### src/common/alert_cfg_pkg.sv
// ----------------------------------------------------------
// Alert subsystem configuration
// Widths, alert-worthy cause codes, queue depth, register map
// ----------------------------------------------------------
package alert_cfg_pkg;

  // LFSR bank
  localparam int LFSR_COUNT     = 3;
  localparam int LFSR_WIDTH     = 32;
  localparam int LFSR_IDX_WIDTH = $clog2(LFSR_COUNT);
  // Reload value after a lockup, must be nonzero
  localparam logic [LFSR_WIDTH-1:0] LFSR_RESET_VALUE = 32'h5a3c_96e1;
  // Taps 32, 22, 2, 1 (maximal length)
  localparam logic [LFSR_WIDTH-1:0] LFSR_POLY        = 32'h8020_0003;

  // Exception causes that raise the minor alert
  localparam int CAUSE_WIDTH = 11;
  localparam logic [CAUSE_WIDTH-1:0] CAUSE_INSTR_ACCESS = 11'd1;
  localparam logic [CAUSE_WIDTH-1:0] CAUSE_ILLEGAL      = 11'd2;
  localparam logic [CAUSE_WIDTH-1:0] CAUSE_LOAD_ACCESS  = 11'd5;
  localparam logic [CAUSE_WIDTH-1:0] CAUSE_STORE_ACCESS = 11'd7;
  localparam logic [CAUSE_WIDTH-1:0] CAUSE_INSTR_BUS    = 11'd24;

  // Alert record payload
  localparam int INFO_WIDTH = 16;

  // Event queue and alert counter
  localparam int QUEUE_DEPTH = 8;
  localparam int PTR_WIDTH   = $clog2(QUEUE_DEPTH);
  localparam int CNT_WIDTH   = PTR_WIDTH + 1;
  localparam int COUNT_WIDTH = 16;

  // Wishbone register map, word addresses
  localparam int WB_DATA_WIDTH = 32;
  localparam int ADDR_WIDTH    = 3;
  localparam logic [ADDR_WIDTH-1:0] ADDR_SEED0  = 3'd0;
  localparam logic [ADDR_WIDTH-1:0] ADDR_SEED1  = 3'd1;
  localparam logic [ADDR_WIDTH-1:0] ADDR_SEED2  = 3'd2;
  localparam logic [ADDR_WIDTH-1:0] ADDR_STATUS = 3'd3;
  localparam logic [ADDR_WIDTH-1:0] ADDR_LAST   = 3'd4;

endpackage
### src/common/alert_types_pkg.sv
// ----------------------------------------------------------
// Alert subsystem types
// Event records, retire and bus inputs, register port
// ----------------------------------------------------------
package alert_types_pkg;

  // Source of a queued alert
  typedef enum logic [1:0] {
    KIND_LOCKUP    = 2'd0,
    KIND_EXCEPTION = 2'd1,
    KIND_NMI       = 2'd2
  } alert_kind_e;

  // Exception view: cause in the low bits
  typedef struct packed {
    logic [alert_cfg_pkg::INFO_WIDTH-alert_cfg_pkg::CAUSE_WIDTH-1:0] pad;
    logic [alert_cfg_pkg::CAUSE_WIDTH-1:0]                           cause;
  } exc_info_t;

  // Lockup view: index of the locked LFSR
  typedef struct packed {
    logic [alert_cfg_pkg::INFO_WIDTH-alert_cfg_pkg::LFSR_IDX_WIDTH-1:0] pad;
    logic [alert_cfg_pkg::LFSR_IDX_WIDTH-1:0]                           index;
  } lockup_info_t;

  // One info word, decoded by kind; all zero for NMI records
  typedef union packed {
    exc_info_t    exc;
    lockup_info_t lockup;
  } alert_info_u;

  typedef struct packed {
    alert_kind_e kind;
    alert_info_u info;
  } alert_event_t;

  // Writeback stage retirement
  typedef struct packed {
    logic                                  valid;
    logic                                  exception;
    logic [alert_cfg_pkg::CAUSE_WIDTH-1:0] cause;
  } wb_retire_t;

  // Data bus response
  typedef struct packed {
    logic rvalid;
    logic err;
    logic integrity;
  } dbus_resp_t;

  typedef struct packed {
    logic [alert_cfg_pkg::LFSR_COUNT-1:0] we;
    logic [alert_cfg_pkg::LFSR_WIDTH-1:0] data;
  } seed_write_t;

  typedef logic [alert_cfg_pkg::LFSR_COUNT-1:0][alert_cfg_pkg::LFSR_WIDTH-1:0] lfsr_state_t;

  // Wishbone classic request and response
  typedef struct packed {
    logic                                    cyc;
    logic                                    stb;
    logic                                    we;
    logic [alert_cfg_pkg::ADDR_WIDTH-1:0]    adr;
    logic [alert_cfg_pkg::WB_DATA_WIDTH-1:0] dat;
  } wbs_req_t;

  typedef struct packed {
    logic                                    ack;
    logic [alert_cfg_pkg::WB_DATA_WIDTH-1:0] dat;
  } wbs_rsp_t;

endpackage

### src/design/xsecure_alerts_top.sv
`timescale 1ns/1ps
// ----------------------------------------------------------
// Security alert subsystem top
// LFSR bank and fault classifier feed the queue, reporter
// drains it, register slave exposes seeds and status
// ----------------------------------------------------------
module xsecure_alerts_top (
  input  logic                        clk_i,
  input  logic                        reset_i,
  input  alert_types_pkg::wbs_req_t   wbs_req_i,
  output alert_types_pkg::wbs_rsp_t   wbs_rsp_o,
  input  alert_types_pkg::wb_retire_t retire_i,
  input  alert_types_pkg::dbus_resp_t dbus_i,
  input  logic                        dummy_en_i,
  input  logic                        hint_en_i,
  input  logic                        nmi_ack_i,
  output logic                        alert_minor_o,
  output logic                        nmip_o
);
  import alert_cfg_pkg::*;
  import alert_types_pkg::*;

  // Producers to queue
  logic         lockup_valid;
  alert_event_t lockup_event;
  logic         fault_valid;
  alert_event_t fault_event;

  // Queue to reporter
  logic         not_empty;
  alert_event_t head;
  logic         pop;

  // Register side
  seed_write_t            seed;
  lfsr_state_t            lfsr_state;
  logic                   overflow;
  logic                   overflow_clr;
  logic [COUNT_WIDTH-1:0] alert_count;
  alert_event_t           last_event;

  lfsr_bank i_lfsr_bank (
    .clk_i          (clk_i),
    .reset_i        (reset_i),
    .dummy_en_i     (dummy_en_i),
    .hint_en_i      (hint_en_i),
    .seed_i         (seed),
    .lfsr_state_o   (lfsr_state),
    .lockup_valid_o (lockup_valid),
    .lockup_event_o (lockup_event)
  );

  fault_classifier i_fault_classifier (
    .clk_i         (clk_i),
    .reset_i       (reset_i),
    .retire_i      (retire_i),
    .dbus_i        (dbus_i),
    .nmi_ack_i     (nmi_ack_i),
    .nmip_o        (nmip_o),
    .fault_valid_o (fault_valid),
    .fault_event_o (fault_event)
  );

  alert_queue i_alert_queue (
    .clk_i          (clk_i),
    .reset_i        (reset_i),
    .lockup_valid_i (lockup_valid),
    .lockup_event_i (lockup_event),
    .fault_valid_i  (fault_valid),
    .fault_event_i  (fault_event),
    .pop_i          (pop),
    .not_empty_o    (not_empty),
    .head_o         (head),
    .overflow_o     (overflow),
    .overflow_clr_i (overflow_clr)
  );

  alert_reporter i_alert_reporter (
    .clk_i         (clk_i),
    .reset_i       (reset_i),
    .not_empty_i   (not_empty),
    .head_i        (head),
    .pop_o         (pop),
    .alert_minor_o (alert_minor_o),
    .alert_count_o (alert_count),
    .last_event_o  (last_event)
  );

  alert_csr i_alert_csr (
    .clk_i          (clk_i),
    .reset_i        (reset_i),
    .wbs_req_i      (wbs_req_i),
    .wbs_rsp_o      (wbs_rsp_o),
    .lfsr_state_i   (lfsr_state),
    .alert_count_i  (alert_count),
    .overflow_i     (overflow),
    .last_event_i   (last_event),
    .seed_o         (seed),
    .overflow_clr_o (overflow_clr)
  );

endmodule

### src/design/alert_csr.sv
`timescale 1ns/1ps
// ----------------------------------------------------------
// Alert register slave, Wishbone classic
// Seed writes, status and last-record reads, one-cycle ack
// ----------------------------------------------------------
module alert_csr (
  input  logic                                  clk_i,
  input  logic                                  reset_i,
  input  alert_types_pkg::wbs_req_t             wbs_req_i,
  output alert_types_pkg::wbs_rsp_t             wbs_rsp_o,
  input  alert_types_pkg::lfsr_state_t          lfsr_state_i,
  input  logic [alert_cfg_pkg::COUNT_WIDTH-1:0] alert_count_i,
  input  logic                                  overflow_i,
  input  alert_types_pkg::alert_event_t         last_event_i,
  output alert_types_pkg::seed_write_t          seed_o,
  output logic                                  overflow_clr_o
);
  import alert_cfg_pkg::*;

  logic                     ack_q;
  logic                     req_fire;
  logic                     wr_fire;
  logic [WB_DATA_WIDTH-1:0] rdata_d;
  logic [WB_DATA_WIDTH-1:0] rdata_q;

  // Sample once per access, ack blocks a second sample
  assign req_fire = wbs_req_i.cyc && wbs_req_i.stb && !ack_q;
  assign wr_fire  = req_fire && wbs_req_i.we;

  // Write strobes, one cycle wide
  always_comb begin
    seed_o.data  = wbs_req_i.dat;
    seed_o.we    = '0;
    seed_o.we[0] = wr_fire && (wbs_req_i.adr == ADDR_SEED0);
    seed_o.we[1] = wr_fire && (wbs_req_i.adr == ADDR_SEED1);
    seed_o.we[2] = wr_fire && (wbs_req_i.adr == ADDR_SEED2);
  end

  // Any write to status clears overflow
  assign overflow_clr_o = wr_fire && (wbs_req_i.adr == ADDR_STATUS);

  // Read mux
  always_comb begin
    case (wbs_req_i.adr)
      ADDR_SEED0:  rdata_d = lfsr_state_i[0];
      ADDR_SEED1:  rdata_d = lfsr_state_i[1];
      ADDR_SEED2:  rdata_d = lfsr_state_i[2];
      // Overflow in bit 16 above the count
      ADDR_STATUS: rdata_d = WB_DATA_WIDTH'({overflow_i, alert_count_i});
      ADDR_LAST:   rdata_d = WB_DATA_WIDTH'(last_event_i);
      default:     rdata_d = '0;
    endcase
  end

  always_ff @(posedge clk_i) begin
    if (reset_i) begin
      ack_q <= 1'b0;
    end else begin
      ack_q <= req_fire;
    end
  end

  // Held for the ack cycle
  always_ff @(posedge clk_i) begin
    if (req_fire) begin
      rdata_q <= rdata_d;
    end
  end

  assign wbs_rsp_o.ack = ack_q;
  assign wbs_rsp_o.dat = rdata_q;

endmodule

### src/design/alert_reporter.sv
`timescale 1ns/1ps
// ----------------------------------------------------------
// Alert reporter
// Drains the queue one event per cycle into minor alert
// pulses, counts them and keeps the last record
// ----------------------------------------------------------
module alert_reporter (
  input  logic                                  clk_i,
  input  logic                                  reset_i,
  input  logic                                  not_empty_i,
  input  alert_types_pkg::alert_event_t         head_i,
  output logic                                  pop_o,
  output logic                                  alert_minor_o,
  output logic [alert_cfg_pkg::COUNT_WIDTH-1:0] alert_count_o,
  output alert_types_pkg::alert_event_t         last_event_o
);
  import alert_cfg_pkg::*;

  // Never stalls, take the head whenever present
  assign pop_o = not_empty_i;

  always_ff @(posedge clk_i) begin
    if (reset_i) begin
      alert_minor_o <= 1'b0;
      alert_count_o <= '0;
      last_event_o  <= '0;
    end else begin
      // One alert cycle per popped event
      alert_minor_o <= pop_o;
      if (pop_o) begin
        last_event_o <= head_i;
        // Saturate at all ones
        if (alert_count_o != '1) begin
          alert_count_o <= alert_count_o + COUNT_WIDTH'(1);
        end
      end
    end
  end

endmodule

### src/design/alert_queue.sv
`timescale 1ns/1ps
// ----------------------------------------------------------
// Alert event queue
// Circular buffer, two writes and one read per cycle, with a
// sticky overflow flag for dropped events
// ----------------------------------------------------------
module alert_queue (
  input  logic                          clk_i,
  input  logic                          reset_i,
  input  logic                          lockup_valid_i,
  input  alert_types_pkg::alert_event_t lockup_event_i,
  input  logic                          fault_valid_i,
  input  alert_types_pkg::alert_event_t fault_event_i,
  input  logic                          pop_i,
  output logic                          not_empty_o,
  output alert_types_pkg::alert_event_t head_o,
  output logic                          overflow_o,
  input  logic                          overflow_clr_i
);
  import alert_cfg_pkg::*;
  import alert_types_pkg::*;

  alert_event_t         mem_q [QUEUE_DEPTH];
  logic [PTR_WIDTH-1:0] wr_ptr_q;
  logic [PTR_WIDTH-1:0] rd_ptr_q;
  logic [CNT_WIDTH-1:0] count_q;
  logic [CNT_WIDTH-1:0] free_slots;
  logic                 wr_lock;
  logic                 wr_fault;
  logic                 drop;
  logic                 pop_ok;
  logic [1:0]           n_wr;

  // Space is judged before this cycle's pop
  assign free_slots = CNT_WIDTH'(QUEUE_DEPTH) - count_q;

  // Lockup takes the first free slot
  assign wr_lock  = lockup_valid_i && (free_slots != '0);
  assign wr_fault = fault_valid_i && (free_slots > CNT_WIDTH'(wr_lock));
  assign drop     = (lockup_valid_i && !wr_lock) || (fault_valid_i && !wr_fault);
  assign n_wr     = 2'(wr_lock) + 2'(wr_fault);

  assign not_empty_o = (count_q != '0);
  assign pop_ok      = pop_i && not_empty_o;
  assign head_o      = mem_q[rd_ptr_q];

  always_ff @(posedge clk_i) begin
    if (reset_i) begin
      wr_ptr_q   <= '0;
      rd_ptr_q   <= '0;
      count_q    <= '0;
      overflow_o <= 1'b0;
    end else begin
      wr_ptr_q <= wr_ptr_q + PTR_WIDTH'(n_wr);
      rd_ptr_q <= rd_ptr_q + PTR_WIDTH'(pop_ok);
      count_q  <= count_q + CNT_WIDTH'(n_wr) - CNT_WIDTH'(pop_ok);
      // Set beats clear
      if (drop) begin
        overflow_o <= 1'b1;
      end else if (overflow_clr_i) begin
        overflow_o <= 1'b0;
      end
    end
  end

  // Storage, fault lands behind lockup when both write
  always_ff @(posedge clk_i) begin
    if (wr_lock) begin
      mem_q[wr_ptr_q] <= lockup_event_i;
    end
    if (wr_fault) begin
      mem_q[wr_ptr_q + PTR_WIDTH'(wr_lock)] <= fault_event_i;
    end
  end

endmodule

### src/design/fault_classifier.sv
`timescale 1ns/1ps
// ----------------------------------------------------------
// Fault classifier
// Flags alert-worthy exceptions at writeback and tracks the
// NMI raised by data bus errors without integrity
// ----------------------------------------------------------
module fault_classifier (
  input  logic                          clk_i,
  input  logic                          reset_i,
  input  alert_types_pkg::wb_retire_t   retire_i,
  input  alert_types_pkg::dbus_resp_t   dbus_i,
  input  logic                          nmi_ack_i,
  output logic                          nmip_o,
  output logic                          fault_valid_o,
  output alert_types_pkg::alert_event_t fault_event_o
);
  import alert_cfg_pkg::*;
  import alert_types_pkg::*;

  logic         exc_hit;
  logic         bus_fault;
  logic         nmi_fire;
  logic         nmi_req;
  logic         nmi_pend_q;
  alert_event_t next_event;

  // Retiring exception with one of the five listed causes
  assign exc_hit = retire_i.valid && retire_i.exception &&
                   (retire_i.cause inside {CAUSE_INSTR_ACCESS, CAUSE_ILLEGAL,
                                           CAUSE_LOAD_ACCESS, CAUSE_STORE_ACCESS,
                                           CAUSE_INSTR_BUS});

  // New bus error only counts with no NMI outstanding
  assign bus_fault = dbus_i.rvalid && dbus_i.err && !dbus_i.integrity && !nmip_o;

  // Core entered the NMI handler
  assign nmi_fire = nmip_o && nmi_ack_i;
  assign nmi_req  = nmi_fire || nmi_pend_q;

  // Exception goes first on a collision
  always_comb begin
    next_event = '0;
    if (exc_hit) begin
      next_event.kind           = KIND_EXCEPTION;
      next_event.info.exc.cause = retire_i.cause;
    end else begin
      next_event.kind = KIND_NMI;
    end
  end

  always_ff @(posedge clk_i) begin
    if (reset_i) begin
      nmip_o        <= 1'b0;
      nmi_pend_q    <= 1'b0;
      fault_valid_o <= 1'b0;
    end else begin
      if (nmi_fire) begin
        nmip_o <= 1'b0;
      end else if (bus_fault) begin
        nmip_o <= 1'b1;
      end
      fault_valid_o <= exc_hit || nmi_req;
      // NMI event held back one cycle
      nmi_pend_q    <= exc_hit && nmi_req;
    end
  end

  always_ff @(posedge clk_i) begin
    if (exc_hit || nmi_req) begin
      fault_event_o <= next_event;
    end
  end

endmodule

### src/lfsr_bank/lfsr_bank.sv
`timescale 1ns/1ps
// ----------------------------------------------------------
// LFSR bank for dummy and hint instruction insertion
// Three Galois LFSRs with lockup detection and reload
// ----------------------------------------------------------
module lfsr_bank (
  input  logic                          clk_i,
  input  logic                          reset_i,
  input  logic                          dummy_en_i,
  input  logic                          hint_en_i,
  input  alert_types_pkg::seed_write_t  seed_i,
  output alert_types_pkg::lfsr_state_t  lfsr_state_o,
  output logic                          lockup_valid_o,
  output alert_types_pkg::alert_event_t lockup_event_o
);
  import alert_cfg_pkg::*;
  import alert_types_pkg::*;

  lfsr_state_t               state_q;
  lfsr_state_t               state_d;
  logic [LFSR_COUNT-1:0]     lockup;
  logic [LFSR_IDX_WIDTH-1:0] lock_idx;
  logic                      step_en;
  alert_event_t              lock_event;

  // Right shift, feedback from bit 0
  function automatic logic [LFSR_WIDTH-1:0] galois_step(
    input logic [LFSR_WIDTH-1:0] s
  );
    logic [LFSR_WIDTH-1:0] shifted;
    shifted = {1'b0, s[LFSR_WIDTH-1:1]};
    return s[0] ? (shifted ^ LFSR_POLY) : shifted;
  endfunction

  // Either insertion feature keeps the generators running
  assign step_en = dummy_en_i || hint_en_i;

  always_comb begin
    lockup = '0;
    for (int i = 0; i < LFSR_COUNT; i++) begin
      // Seed write has priority over stepping
      if (seed_i.we[i]) begin
        state_d[i] = seed_i.data;
      end else if (step_en) begin
        state_d[i] = galois_step(state_q[i]);
      end else begin
        state_d[i] = state_q[i];
      end
      // All-zero state never leaves zero
      if (state_d[i] == '0) begin
        state_d[i] = LFSR_RESET_VALUE;
        // Silent reload while disabled
        lockup[i]  = step_en;
      end
    end
  end

  // Lowest locked index wins
  always_comb begin
    lock_idx = '0;
    for (int i = LFSR_COUNT - 1; i >= 0; i--) begin
      if (lockup[i]) begin
        lock_idx = LFSR_IDX_WIDTH'(i);
      end
    end
  end

  always_comb begin
    lock_event                   = '0;
    lock_event.kind              = KIND_LOCKUP;
    lock_event.info.lockup.index = lock_idx;
  end

  always_ff @(posedge clk_i) begin
    if (reset_i) begin
      state_q        <= {LFSR_COUNT{LFSR_RESET_VALUE}};
      lockup_valid_o <= 1'b0;
    end else begin
      state_q        <= state_d;
      lockup_valid_o <= |lockup;
    end
  end

  // Record only, qualified by lockup_valid_o
  always_ff @(posedge clk_i) begin
    if (|lockup) begin
      lockup_event_o <= lock_event;
    end
  end

  assign lfsr_state_o = state_q;

endmodule

### config.mk
export PLATFORM = sky130hd
export DESIGN_NAME = xsecure_alerts_top
export DESIGN_NICKNAME = d
export VERILOG_FILES = /design/src/common/alert_cfg_pkg.sv /design/src/common/alert_types_pkg.sv /design/src/design/xsecure_alerts_top.sv /design/src/design/alert_csr.sv /design/src/design/alert_reporter.sv /design/src/design/alert_queue.sv /design/src/design/fault_classifier.sv /design/src/lfsr_bank/lfsr_bank.sv
export SDC_FILE = /design/constraint.sdc
export NUM_CORES = 1
export LEC_CHECK = 0
export ABC_AREA = 1
export CAP_MARGIN = 20
export CORE_ASPECT_RATIO = 1.5
export CORE_MARGIN = 8
export CORE_UTILIZATION = 35
export CTS_CLUSTER_SIZE = 20
export DETAILED_ROUTE_END_ITERATION = 10
export DONT_BUFFER_PORTS = 1
export PLACE_DENSITY = 0.45
export SLEW_MARGIN = 20
export SYNTH_ARGS = -nofsm -noshare
export SYNTH_HDL_FRONTEND = slang
export SYNTH_SLANG_ARGS = --single-unit
### constraint.sdc
create_clock -name clk_i -period 8.6 [get_ports clk_i]
set_input_delay 0.43 -clock clk_i [delete_from_list [all_inputs] [get_ports clk_i]]
set_output_delay 0.43 -clock clk_i [all_outputs]
set_load 0.03 [all_outputs]
; Word-level counts from Yosys, hierarchy flattened
; Memories as Yosys holds them, arrays and structs flattened. A register that Yosys moved wholly into a read port is not among the register bits.
; Cells that the tools add are included.
[totals]
regBits = 192
ram_bits = 104
out_inout_bits = 35
word_cells = 107
memories = 1
[op_classes]
addsub = 8
n_lt_le_gt_ge = 1
n_eq_ne = 10
muxes = 22
bitwise = 3
n_reduce_logical = 42
[memory_table]
columns = memory, words, width, read_ports, rd_ports_with_merged_regs, wr, line_no
row1 = i_alert_queue.mem_q, 8, 13, 1, 1, 2, alert_queue.sv:23  ; alert_event_t mem_q [QUEUE_DEPTH];
[ops]
columns = cell, count
row1 = $mux 32, 9
row2 = $pmux 32 s5, 1
row3 = $logic_not 32->1, 3
row4 = $eq 11x3->1 const B, 2
row5 = $logic_and 1x1->1, 18
row6 = $add 16x1->16 const B, 1
row7 = $ne 16x16->1 const B, 1
row8 = $not 3->4, 3
row9 = $eq 11x1->1 const B, 1
row10 = $eq 11x2->1 const B, 1
row11 = $eq 11x5->1 const B, 1
row12 = $mux 1, 10
row13 = $reduce_or 2->1, 5
row14 = $reduce_bool 4->1, 2
row15 = $add 3x1->3, 2
row16 = $eq 3x2->1 const B, 2
row17 = $logic_not 1->1, 5
row18 = $reduce_bool 5->1, 1
row19 = $add 4x2->4, 1
row20 = $gt 4x1->1, 1
row21 = $logic_or 1x1->1, 4
row22 = $mux 2, 2
row23 = $sub 4x1->4, 1
row24 = $sub 4x4->4 const A, 1
row25 = 8 further kinds, 8

; Depth between registers and ports, before layout
; Gate-level depths: netlist of run 1.
[depth]
depth_word = 9
mapped_depth = 23

; Hierarchy
; Synthesis of run 1 repeated with hierarchy kept, for this count alone.
[hier_totals]
hier_cells = 2359
area_unflattened_um2 = 18146.2
[by_module_without_submodules]
columns = mod, n_inst, cells_each, area_each_um2, seq_area_each_um2
row1 = alert_queue, 1, 888, 8127.8, 4544.4
row2 = lfsr_bank, 1, 836, 5228.8, 2001.9
row3 = alert_csr, 1, 334, 2476.1, 980.9
row4 = alert_reporter, 1, 236, 1621.6, 700.7
row5 = fault_classifier, 1, 65, 691.9, 450.4

; Worst setup path after synthesis of run 1
; Ideal clock, no wire load.
[synth_timing]
path_kind = flip-flop to flip-flop
from = register i_alert_queue.count_q[0]
to = register i_alert_queue.count_q[3]
setup_time_ns = 0.070
arrival_ns = 3.044
t_required_ns = 8.530
slack_ns = 5.486
path_stages_with_launch = 24
synth_period_minus_slack_ns = 3.114
cell_sequence = dfxtp_1 > inv_1 > ha_1 > xnor2_1 > a21oi_1 > o21a_1 > nand2_1 > nand2_1 > inv_1 > ha_1 > nor2_1 > nor2_1 > nand2_1 > nand2_1 > inv_1 > ha_1 > inv_1 > ha_1 > inv_1 > ha_1 > a21o_1 > a21oi_1 > o21ai_0 > a21oi_1
[synth_between]
elab_chain_cells = 8
elab_cells_between_ends = 9
classes_between = 4 x add/sub / 1 x order compare / 4 x reduce/logical
[synth_lines]
columns = element, line_no
row1 = start: declaration, alert_queue.sv:26  ; logic [CNT_WIDTH-1:0] count_q;
row2 = start signal: assignment, alert_queue.sv:56  ; count_q <= count_q + CNT_WIDTH'(n_wr) - CNT_WIDTH'(pop_ok);
row3 = $sub 4x4->4, alert_queue.sv:35  ; assign free_slots = CNT_WIDTH'(QUEUE_DEPTH) - count_q;
row4 = $reduce_bool 4->1, alert_queue.sv:38  ; assign wr_lock = lockup_valid_i && (free_slots != '0);
row5 = $logic_and 1x1->1, alert_queue.sv:38
row6 = $gt 4x1->1, alert_queue.sv:39  ; assign wr_fault = fault_valid_i && (free_slots > CNT_WIDTH'(wr_lock));
row7 = $logic_and 1x1->1, alert_queue.sv:39
row8 = $add 1x1->2, alert_queue.sv:41  ; assign n_wr = 2'(wr_lock) + 2'(wr_fault);
row9 = $add 4x2->4, alert_queue.sv:56
row10 = $sub 4x1->4 (*), alert_queue.sv:56
; Every way passes the cells marked *; elsewhere a longest branch is shown, timed or not.
; A chain may end at the register's enable or synchronous reset.

==> results of run 1 <==
-- critical path: cells and delay by family, from the launching register on --
family / cells / cell delay [ns]
AO/OA/AOI/OAI: 3 / 1.03
XOR/XNOR: 1 / 0.13
adder cells (fa/ha/maj): 2 / 0.53
buffers and inverters: 2 / 0.19
flip-flops: 1 / 0.30
AND/OR/NAND/NOR: 8 / 1.13
-- metal layers --
layer,global-route usage,up-vias,wire length [um]
met5,0,-,0
met4,0.1373,0,3339
met3,0.02750,109,1581
met2,0.3967,304,27460
met1,0.1897,5362,16840
li1,-,5810,-
-- cells in the mapped netlist, types with 3 or more instances --
library cell,n,area (sq um)
buf_4,9,67.56
a221oi_1,7,61.31
buf_6,7,78.83
nor3_1,13,65.06
nor3b_1,3,22.52
o221ai_1,33,289.0
nand3_1,40,200.2
inv_1,196,735.7
nor2_1,246,923.4
mux2i_1,20,200.2
o22ai_1,22,137.6
nand2_4,4,45.04
clkinv_1,3,11.26
buf_2,24,120.1
nor2_2,3,18.77
o21ai_1,11,55.05
inv_2,8,30.03
xnor2_1,4,35.03
ha_1,16,200.2
o32ai_1,6,52.55
clkbuf_1,43,161.4
nand2_2,14,87.58
dfxtp_1,142,2843
o21ai_0,195,975.9
buf_1,4,15.01
nand2_1,534,2004
edfxtp_1,151,4534
a21oi_1,22,110.1
-- cell type report --
cell class,count,share of cell area
Inverter,208,0.04970
Antenna cell,8,0.001270
Timing Repair Buffer,14,0.007066
Multi-Input combinational cell,1222,0.3659
Clock buffer,48,0.06201
Tap cell,511,0.04057
Sequential cell,293,0.4682
Clock inverter,14,0.005320
-- registers in the layout, indices dropped and copies added (netlist names), 2 cells and up --
signal                            flops
i_alert_queue.mem_q                 104
i_lfsr_bank.lfsr_state_o             96
i_alert_csr.rdata_q                  32
i_alert_reporter.alert_count_o       16
i_alert_reporter.last_event_o        13
i_fault_classifier.fault_event_o     13
i_alert_queue.count_q                 4
i_alert_queue.rd_ptr_q                3
i_alert_queue.wr_ptr_q                3
i_lfsr_bank.lockup_event_o            2
-- report_power, final --
| part | total (uW) | switching (uW) | internal, uW |
|---|---|---|---|
| Sequential | 1630 | 69.3 | 1560 |
| Combinational | 682 | 466 | 216 |
| Clock | 1410 | 585 | 821 |
| Total | 3720 | 1120 | 2600 |
-- logic make-up after synthesis --
group,Yosys count
multiplexers,20
buffers and inverters,295
other,1
flip-flops,293
adder cells (fa/ha/maj),18
AO/OA/AOI/OAI,304
AND/OR/NAND/NOR,868
XOR/XNOR,6
-- path summary, 6_finish.rpt --
kind                                                          to  slack [ns]                        startpoint  cells past startpoint
worst min register to register  i_alert_reporter.last_event_o[7]        0.48  i_alert_reporter.last_event_o[7]                      2
worst max-delay path                  i_alert_queue.mem_q[4][10]        4.87          i_alert_queue.count_q[0]                     16
worst max register to register        i_alert_queue.mem_q[4][10]        4.87          i_alert_queue.count_q[0]                     16
worst min-delay path                i_lfsr_bank.lfsr_state_o[41]        0.07                      wbs_req_i[9]                      2
-- stage by stage --
step	utilization	hold WS (ns)	setup WS [ns]	instances
final	0.3866	0.07026	4.874	2318
after global routing	0.3866	0.07237	4.509	2318
after CTS	0.3854	0.04875	4.683	2309
after detailed placement	0.3591	0.4721	4.695	2246
after global placement	0.3587	0.4701	4.713	2245
after floorplan	-	0.4478	5.486	1810
-- timing repair --
item	CTS	global route
hold endpoints to repair	18	0
hold buffers	1	0
buffers inserted	0	0
-- cell usage in the layout (no fill, tap or decap), types with 13 or more instances in the layout --
cell type and instances:
ha_1 16, o21ai_0 187, inv_1 195, nand2_1 534, nand3_1 40, edfxtp_1 151
a21oi_1 22, o22ai_1 22, nand2_2 14, o21ai_1 13, nor2_1 245, o221ai_1 33
mux2i_1 20, nor3_1 13, dfxtp_1 141, clkinv_1 13, clkbuf_16 37
==> metrics, run 1 <==
status=finished clean; Simple-Gate Fraction of Synth Area=0.2425; complex-gate fraction of the synthesized area=0.1218; f_max=268.4 MHz; Cells after Synth=1805; Post-Synth XOR/XNOR Area=0.003671; Req. time, crit path=8.72 ns; DIE WIDTH=between 150 and 200 um; Critical Path AT=roughly 3.9 ns; CTS root buf=clkbuf_16; min-delay worst type=primary input to flop; First-pass DRT Iterations=5; Leak Pwr=0.006767 uW; placement row count=91; critical setup path kind=flop to flop; DP Area=14640 sq um; post-route ant nets=0; Multi-input gate area=slightly below 6000 sq um; Reg clk slew, reported paths=0.06 ns; Ports=94; crit path time final=3.726 ns; post-CTS sizing=0; Die Y-Extent=263.7 um; fraction of layout instances using a drive strength above 1=0.05614; mapped cell area=about 14000 sq um; Peak supply drop=141.7 uV; Slew HR=0.2525; # Max-Cap Violations=0; CTS max path bufs=3; Area growth syn-to-layout=10.09%; synthesis warning total=0; Register Area=7378 sq um; PwrDens=236.0 nW/um^2; WL/cell=21.23 um; nets=about 1.9k; number of synthesized flops with an enable pin=151; Tot GR Track Use=0.2023; Final Cell Area=15760 sq um; largest family of logic cells by synthesized area=simple AND/OR/NAND/NOR gates; CP peak stage delay=0.73 ns; ordered list of cells on the worst path=inv_1 > ha_1 > xnor2_1 > a21oi_1 > o21a_1 > nand2_1 > nand2_1 > inv_1 > ha_1 > nor2_1 > nor2_1 > nand2_1 > nand2_1 > nor2_1 > nand2_1 > o21ai_1; FILL cells=roughly 4.3k; DRT iter0 DRCs=761; Fin Clk Skew=0.01987 ns; clock sinks=around 300; crit path capture type=flop; DP HPWL=36500 um; Design Power=approximately 3700 uW; number of remaining DRC errors=0; slowest stage cell, crit path=o21ai_1; H-Tree Level Count=2; Num CTS Buffers=34; Seq/Total Area, Yosys=0.5153; routed vias=between 10k and 15k; gr ovfl total=0; fin crit share=0.4333; core area=just over 40000 sq um; global-route wire length before repair=between 70000 and 80000 um; Crit Path Max Fanout=16; RSZ-0062 raised after global routing=false; Post-synth top flop=edfxtp_1; setup_tns=0 ns; post-synthesis sequential element count=293; port buffer count=0; post-synthesis mux area share=0.01398; CTS tree=yes; Setup Viol. Count Final=0; largest net degree at the start of global routing=77; Avg Cell Area, Syn=7.931 sq um; DR vias/cell=4.998; post-synthesis adder-cell area fraction=0.01678; initial antenna violation count=4; Distinct cells, synth=46; Final Hold Vio Count=0; die area=around 48000 sq um; Worst-Margin Slew=1.114 ns; vias in the first global route=11.65k; FFs w/ async S/R, synth=0; fin. max-slew vios=0; routed wire length=approximately 49000 um; CP Launch Type=flop; clk_lat worst skew=0.53 ns; final weighted congestion in routability-driven placement=0.8768; cell mode on critical path=nand2_1; Initial Utilization=0.3512
Note: power is estimated with default switching activity, not from simulation.
==> inputs of run 2 (changes only) <==
--- a/config.mk
+++ b/config.mk
@@ -5,7 +5,7 @@
 export SDC_FILE = /design/constraint.sdc
 export NUM_CORES = 1
 export LEC_CHECK = 0
-export ABC_AREA = 1
+export ABC_AREA = 0
 export CAP_MARGIN = 20
 export CORE_ASPECT_RATIO = 1.5
 export CORE_MARGIN = 8
==> constraint.sdc (replaced) <==
create_clock -name clk_i -period 3.5 [get_ports clk_i]
set_input_delay 0.175 -clock clk_i [delete_from_list [all_inputs] [get_ports clk_i]]
set_output_delay 0.175 -clock clk_i [all_outputs]
set_load 0.03 [all_outputs]
==> run 2 against run 1 <==
Sequential share of layout area down 2.5 points; non-clock buffer count up 88; global-route usage up 0.44 points; fmax up 15%; wire length up 2.4%; largest cell class unchanged.
==> metrics, run 2 <==
placement row count=91 (unchanged); synthesis warning total=0 (unchanged); DRT iter0 DRCs=837 (+10%); Ports=94 (unchanged); fraction of layout instances using a drive strength above 1=0.1166 (+0.06048); largest net degree at the start of global routing=58 (-25%); Commonest cells post-synth=nand2_1 (184), nor2_1 (174), edfxtp_1 (151); complex-gate fraction of the synthesized area=0.1127 (-0.009117); synth top area cells=edfxtp_1 (32%), dfxtp_1 (20%), mux4_2 (4.9%); First-pass DRT Iterations=5 (unchanged); PwrDens=538.2 nW/um^2 (+130%); r2r startpoint=i_alert_queue.count_q[1]; hold path depth=2 (unchanged); crit path capture type=flop; Die Y-Extent=264.3 um (+0.23%); post-synthesis adder-cell area fraction=0.01670 (-0.00008174); post-synthesis sequential element count=293 (unchanged); Critical Path AT=3.69 ns (-0.16 ns); Area growth syn-to-layout=15.75%; Post-Synth XOR/XNOR Area=0.01339 (+0.009724); number of remaining DRC errors=0 (unchanged); vias in the first global route=11.18k (-4.0%); clk_lat worst skew=0.58 ns (+0.05 ns); top-count cell post-synth=nand2_1; Metal-1 WL=17940 um (+6.5%); Crit. Startpoint=i_alert_queue.count_q[1]; Tot GR Track Use=0.2067 (+0.004410); Initial Utilization=0.3519 (+0.0007359); nets=1545 (-16%); Critical Path Sink=i_alert_queue.count_q[3]; WL/cell=25.02 um (+18%); die area=47980 sq um (+0.45%); Num CTS Buffers=30 (-12%); setup ws final=0.2734 ns (-4.600 ns); Avg Cell Area, Syn=10.07 sq um (+27%); routed vias=11.15k (-3.7%); Slew HR=0.2690 (+0.01648); f_max=309.9 MHz (+15%); Worst Path Buf+Inv=3 (+1); CTS max path bufs=3 (unchanged); uppermost layer routed=met5; Worst-Margin Slew=1.096 ns (-0.01725 ns); Fin Clk Skew=0.01105 ns (-0.008824 ns); global-route wire length before repair=74500 um (+3.3%); WP depth=17 (+1); status=finished clean; mapped cell area=14390 sq um (+0.49%); FFs w/ async S/R, synth=0 (unchanged); Reg clk slew, reported paths=0.06 ns (about the same); max reg flops=104 (unchanged); Simple-Gate Fraction of Synth Area=0.2109 (-0.03154); Crit Path Max Fanout=4 (-12); H-Tree Level Count=1 (-1); Peak supply drop=362.7 uV (+160%); fin. max-slew vios=0 (unchanged); initial antenna violation count=6 (+2); CTS tree=yes; post-route ant nets=0 (unchanged); setup_tns=0 ns (unchanged); number of synthesized flops with an enable pin=151 (unchanged); biggest area consumer among synthesized cells=edfxtp_1; commonest non-fill, non-tap cell in the layout=nand2_1; DIE WIDTH=181.5 um (+0.22%); most frequent cells in the layout=nand2_1 (184), nor2_1 (172), edfxtp_1 (151), dfxtp_1 (141), and2_1 (94); # Max-Cap Violations=0 (unchanged); Synth top area share=0.3152 (-0.001543); Post-synth top flop=edfxtp_1; Final Hold Vio Count=0 (unchanged); final core utilization=0.4074 (+0.02075); fin crit share=0.9219 (+0.4886); core area=40880 sq um (+0.28%); Top reg by flops=i_alert_queue.mem_q; Distinct cells, synth=65 (+41%); final weighted congestion in routability-driven placement=0.8600 (-1.9%); CP Launch Type=flop; delay-heaviest family, CP=adder cells; worst hold slack=0.04559 ns (-0.02467 ns); slowest stage cell, crit path=dfxtp_1; Req. time, crit path=3.97 ns (-4.75 ns); DP HPWL=34690 um (-5.0%); CP peak stage delay=0.31 ns (-0.42 ns); post-synthesis mux area share=0.1000 (+0.08604); Cells after Synth=1428 (-21%); port buffer count=0 (unchanged); min-delay worst type=primary input to flop; routed wire length=50420 um (+2.4%); gr ovfl total=0 (unchanged); CTS root buf=clkbuf_16; met2 routed WL=26700 um (-2.7%); Placement Setup Slack=0.2413 ns (-4.454 ns); clock sinks=293 (unchanged); ordered list of cells on the worst path=inv_1 > ha_2 > nor2b_1 > a31oi_2 > o21a_1 > ha_1 > nor2_1 > o31a_1 > ha_1 > inv_1 > ha_1 > inv_1 > ha_1 > a21o_1 > a21oi_1 > xnor2_1 > nor2_1; crit path time final=3.227 ns (-0.4998 ns); Worst R2R End=i_alert_queue.count_q[3]; FILL cells=4039 (-5.6%); critical setup path kind=flop to flop; R2R setup slack=0.27 ns (-4.60 ns); Seq/Total Area, Yosys=0.5128 (-0.002510); Setup Viol. Count Final=0 (unchanged); FF-to-FF path depth=17 (+1); hold path startpoint=wbs_req_i[32]; met3 routed wirelength=2537 um (+60%); cell mode on critical path=ha_1; Leak Pwr=0.006205 uW (-8.3%); largest family of logic cells by synthesized area=simple AND/OR/NAND/NOR gates; DR vias/cell=5.534 (+11%); RSZ-0062 raised after global routing=false
[run 2: cell types whose count changed in the layout (fill, tap and decap cells not counted), moves of 35 or more]
cell,previous run,this run
a21oi_1,22,57
mux2i_1,20,56
dlygate4sd3_1,1,55
and2_1,0,94
o21ai_0,187,32
nor2_1,245,172
inv_1,195,19
nand2_1,534,184
[run 2: cell type report]
class | count | area (sq um) | share of cell area
antenna | 12 | 30.03 | 0.001803
clock buffer | 46 | 862.1 | 0.05177
clock inverter | 10 | 73.82 | 0.004433
inverter | 21 | 78.83 | 0.004734
multi-input combinational | 1020 | 6625 | 0.3979
sequential | 293 | 7381 | 0.4433
tap | 511 | 639.4 | 0.03840
timing repair buffer | 102 | 960.9 | 0.05771
[run 2: how the worst min path moves through the flow]
stage,endpoint
floorplan,i_lfsr_bank.lfsr_state_o[21]
global placement,i_alert_reporter.alert_count_o[15]
detailed placement,i_alert_reporter.alert_count_o[14]
CTS,i_alert_csr.rdata_q[27]
global route,i_alert_csr.rdata_q[14]
finish,i_alert_csr.rdata_q[14]
[run 2: worst register-to-register path: cells and delay by family, from the launching register on]
| family | cells | cell delay [ns] |
|---|---|---|
| compound gates | 5 | 0.95 |
| xor+xnor | 1 | 0.13 |
| fa+ha+maj | 5 | 1.16 |
| buf+inv | 3 | 0.30 |
| flops | 1 | 0.31 |
| simple gates | 3 | 0.26 |
[run 2: kinds of logic after synthesis]
group,after synthesis
compound gates,236
xor+xnor,22
fa+ha+maj,18
buf+inv,120
flops,293
mux,103
other cells,1
simple gates,635
[run 2: routing by layer]
metal / GRT usage / vias to the layer above
li1: - / 5237
met1: 0.2105 / 5465
met2: 0.3789 / 329
met3: 0.03850 / 119
met4: 0.1377 / 2
met5: 0 / -
[run 2: timing repair]
item | in CTS | in global routing
resized for setup | 0 | 4
setup buffers | 0 | 1
hold buffers | 58 | 0
endpoints found under the hold margin | 179 | 0
endpoints found under the setup margin | 0 | 1
[run 2: report_power, final]
group | internal (uW) | switching, uW
Sequential | 3850 | 407
Clock | 1760 | 1390
Combinational | 752 | 801
Total | 6360 | 2600
[run 2: stage by stage]
step | area (sq um) | power (uW) | cells
after floorplan | 14400 | 5330 | 1433
after global placement | 15040 | 5745 | 1888
after detailed placement | 15040 | 5769 | 1888
after CTS | 16600 | 9067 | 2002
after global routing | 16650 | 9400 | 2013
final | 16650 | 8961 | 2015
==> inputs of run 3 (changes only) <==
--- a/config.mk
+++ b/config.mk
@@ -5,7 +5,7 @@
 export SDC_FILE = /design/constraint.sdc
 export NUM_CORES = 1
 export LEC_CHECK = 0
-export ABC_AREA = 0
+export ABC_AREA = 1
 export CAP_MARGIN = 20
 export CORE_ASPECT_RATIO = 1.5
 export CORE_MARGIN = 8
==> run 3 against run 2 <==
Cell area fell by 1.3%; core utilization fell by 0.42 points; clock power is 11% higher; fmax grew 0.98%; sequential cell count unchanged; clock-buffer cell count is 8 lower; setup slack better by 0.031 ns; critical endpoint unchanged.
==> metrics, run 3 (same netlist as run 1, synthesis figures left out) <==
DP HPWL=34900 um (+0.60%); Worst-Margin Slew=1.007 ns (-0.08998 ns); First-pass DRT Iterations=5 (unchanged); DR vias/cell=4.976 (-10%); port buffer count=0 (unchanged); Placement Setup Slack=0.2178 ns (-0.02350 ns); CTS root buf=clkbuf_16; fin crit share=0.9130 (-0.008920); crit path capture type=flop; setup_tns=0 ns (unchanged); fin. max-slew vios=0 (unchanged); DIE WIDTH=181.1 um (-0.22%); Final Hold Vio Count=0 (unchanged); clk_lat worst skew=0.58 ns (about the same); fraction of layout instances using a drive strength above 1=0.07269 (-0.04393); switching pwr=2740 uW (+5.4%); die area=47760 sq um (-0.45%); Pint=6483 uW (+1.9%); Final Cell Area=16430 sq um (-1.3%); Setup Viol. Count Final=0 (unchanged); routed vias=11.85k (+6.3%); PwrDens=561.3 nW/um^2 (+4.3%); Die Y-Extent=263.7 um (-0.23%); Reg clk slew, reported paths=0.06 ns (about the same); largest net degree at the start of global routing=54 (-6.9%); core area=40760 sq um (-0.28%); global-route wire length before repair=70970 um (-4.7%); DRT iter0 DRCs=757 (-9.6%); Comb pwr share=0.188 (+0.015); status=finished clean; Initial Utilization=0.3512 (-0.0007359); number of remaining DRC errors=0 (unchanged); CTS max path bufs=3 (unchanged); min-delay worst type=primary input to flop; critical setup path kind=flop to flop; Area growth syn-to-layout=14.80%; most frequent cells in the layout=nand2_1 (533), nor2_1 (245), inv_1 (194), o21ai_0 (187), edfxtp_1 (151); CP Launch Type=flop; Peak supply drop=339.2 uV (-6.5%); hold path startpoint=dummy_en_i; crit path time final=3.195 ns (-0.03122 ns); gr ovfl total=0 (unchanged); Tot GR Track Use=0.1941 (-0.01260); Top reg by flops=i_alert_queue.mem_q; Req. time, crit path=4.00 ns (+0.03 ns); fraction of power spent switching nets=0.2971 (+0.006870); Ports=94 (unchanged); Ant. Diodes=0 (-12); max reg flops=104 (unchanged); routed wire length=47090 um (-6.6%); Fin Clk Skew=0.02217 ns (+0.01112 ns); Num CTS Buffers=31 (+3.3%); r2r startpoint=i_alert_queue.count_q[0]; setup ws final=0.3046 ns (+0.03122 ns); initial antenna violation count=1 (-5); commonest non-fill, non-tap cell in the layout=nand2_1; Slew HR=0.3268 (+0.05777); clock power share=0.378 (+0.026); f_max=312.9 MHz (+0.98%); post-route ant nets=0 (unchanged); FILL cells=4239 (+5.0%); RSZ-0062 raised after global routing=false; final weighted congestion in routability-driven placement=0.8644 (+0.51%); WL/cell=19.77 um (-21%); H-Tree Level Count=1 (unchanged); nets=1924 (+25%); CTS tree=yes; Crit. Startpoint=i_alert_queue.count_q[0]; Leak Pwr=0.007111 uW (+15%); Critical Path AT=3.70 ns (about the same); vias in the first global route=11.78k (+5.4%); clock sinks=293 (unchanged); Crit Path Max Fanout=5 (+1); # Max-Cap Violations=0 (unchanged); DP Area=14910 sq um (-0.86%); Reg power frac=0.434 (-0.041); placement row count=91 (unchanged)
## run 3: worst paths after layout
| kind | to | slack, ns | depth (start not counted) |
|---|---|---|---|
| hold / removal | i_lfsr_bank.lfsr_state_o[21] | 0.05 | 6 |
| setup / recovery | i_alert_queue.count_q[3] | 0.30 | 23 |
| setup reg to reg | i_alert_queue.count_q[3] | 0.30 | 23 |
| hold reg to reg | i_alert_reporter.last_event_o[3] | 0.49 | 2 |
## run 3: timing repair
item | 4_1_cts | 5_1_grt
hold buffers | 46 | 0
setup endpoints to repair | 0 | 1
gates resized for setup | 0 | 3
hold endpoints to repair | 115 | 0
buffers inserted | 0 | 0
## run 3: stage by stage
step             util  cells  power [uW]  hold WS (ns)
3_5_place_dp   0.3659   2279        5764        0.2506
6_report       0.4032   2382        9224       0.04958
2_1_floorplan       -   1810        5244        0.3196
4_1_cts        0.4030   2382        9338       0.02663
5_1_grt        0.4032   2382        9687       0.07148
3_3_place_gp   0.3659   2279        5758        0.2485
## run 3: area by class of cell
type                       count  area, sq um  share of cell area
sequential                   293         7378              0.4490
clock buffer                  38        832.0             0.05063
inverter                     208        783.3             0.04766
multi-input combinational   1222         5744              0.3495
timing repair buffer          91        835.8             0.05086
clock inverter                19        220.2             0.01340
tap                          511        639.4             0.03891
## run 3: per-layer routing
layer  routed length [um]  GRT usage
met1                16390     0.1873
met3                 1378    0.02008
met5                    0          0
met4                 2695     0.1055
met2                26620     0.3911
## run 3: worst max-delay path, cell delays in order (launching register included)
cell,delay (ns)
dfxtp_1,0.31
inv_1,0.08
ha_1,0.23
xnor2_1,0.12
a21oi_1,0.11
o21a_1,0.14
nand2_1,0.05
nand2_1,0.05
inv_1,0.06
ha_1,0.27
nor2_1,0.04
nor2_1,0.11
nand2_1,0.08
nand2_2,0.08
inv_1,0.05
ha_1,0.19
inv_2,0.07
ha_1,0.23
inv_1,0.10
ha_1,0.24
a21o_1,0.17
a21oi_2,0.12
o21ai_0,0.08
a21oi_1,0.14
## run 3: power groups by stage
stage / clock network, uW / registers, uW / logic (uW)
after floorplan: 0 / 4030 / 1210
after global placement: 0 / 4080 / 1680
after detailed placement: 0 / 4080 / 1690
after CTS: 3580 / 4000 / 1750
after global routing: 3700 / 4030 / 1960
final: 3490 / 4000 / 1730
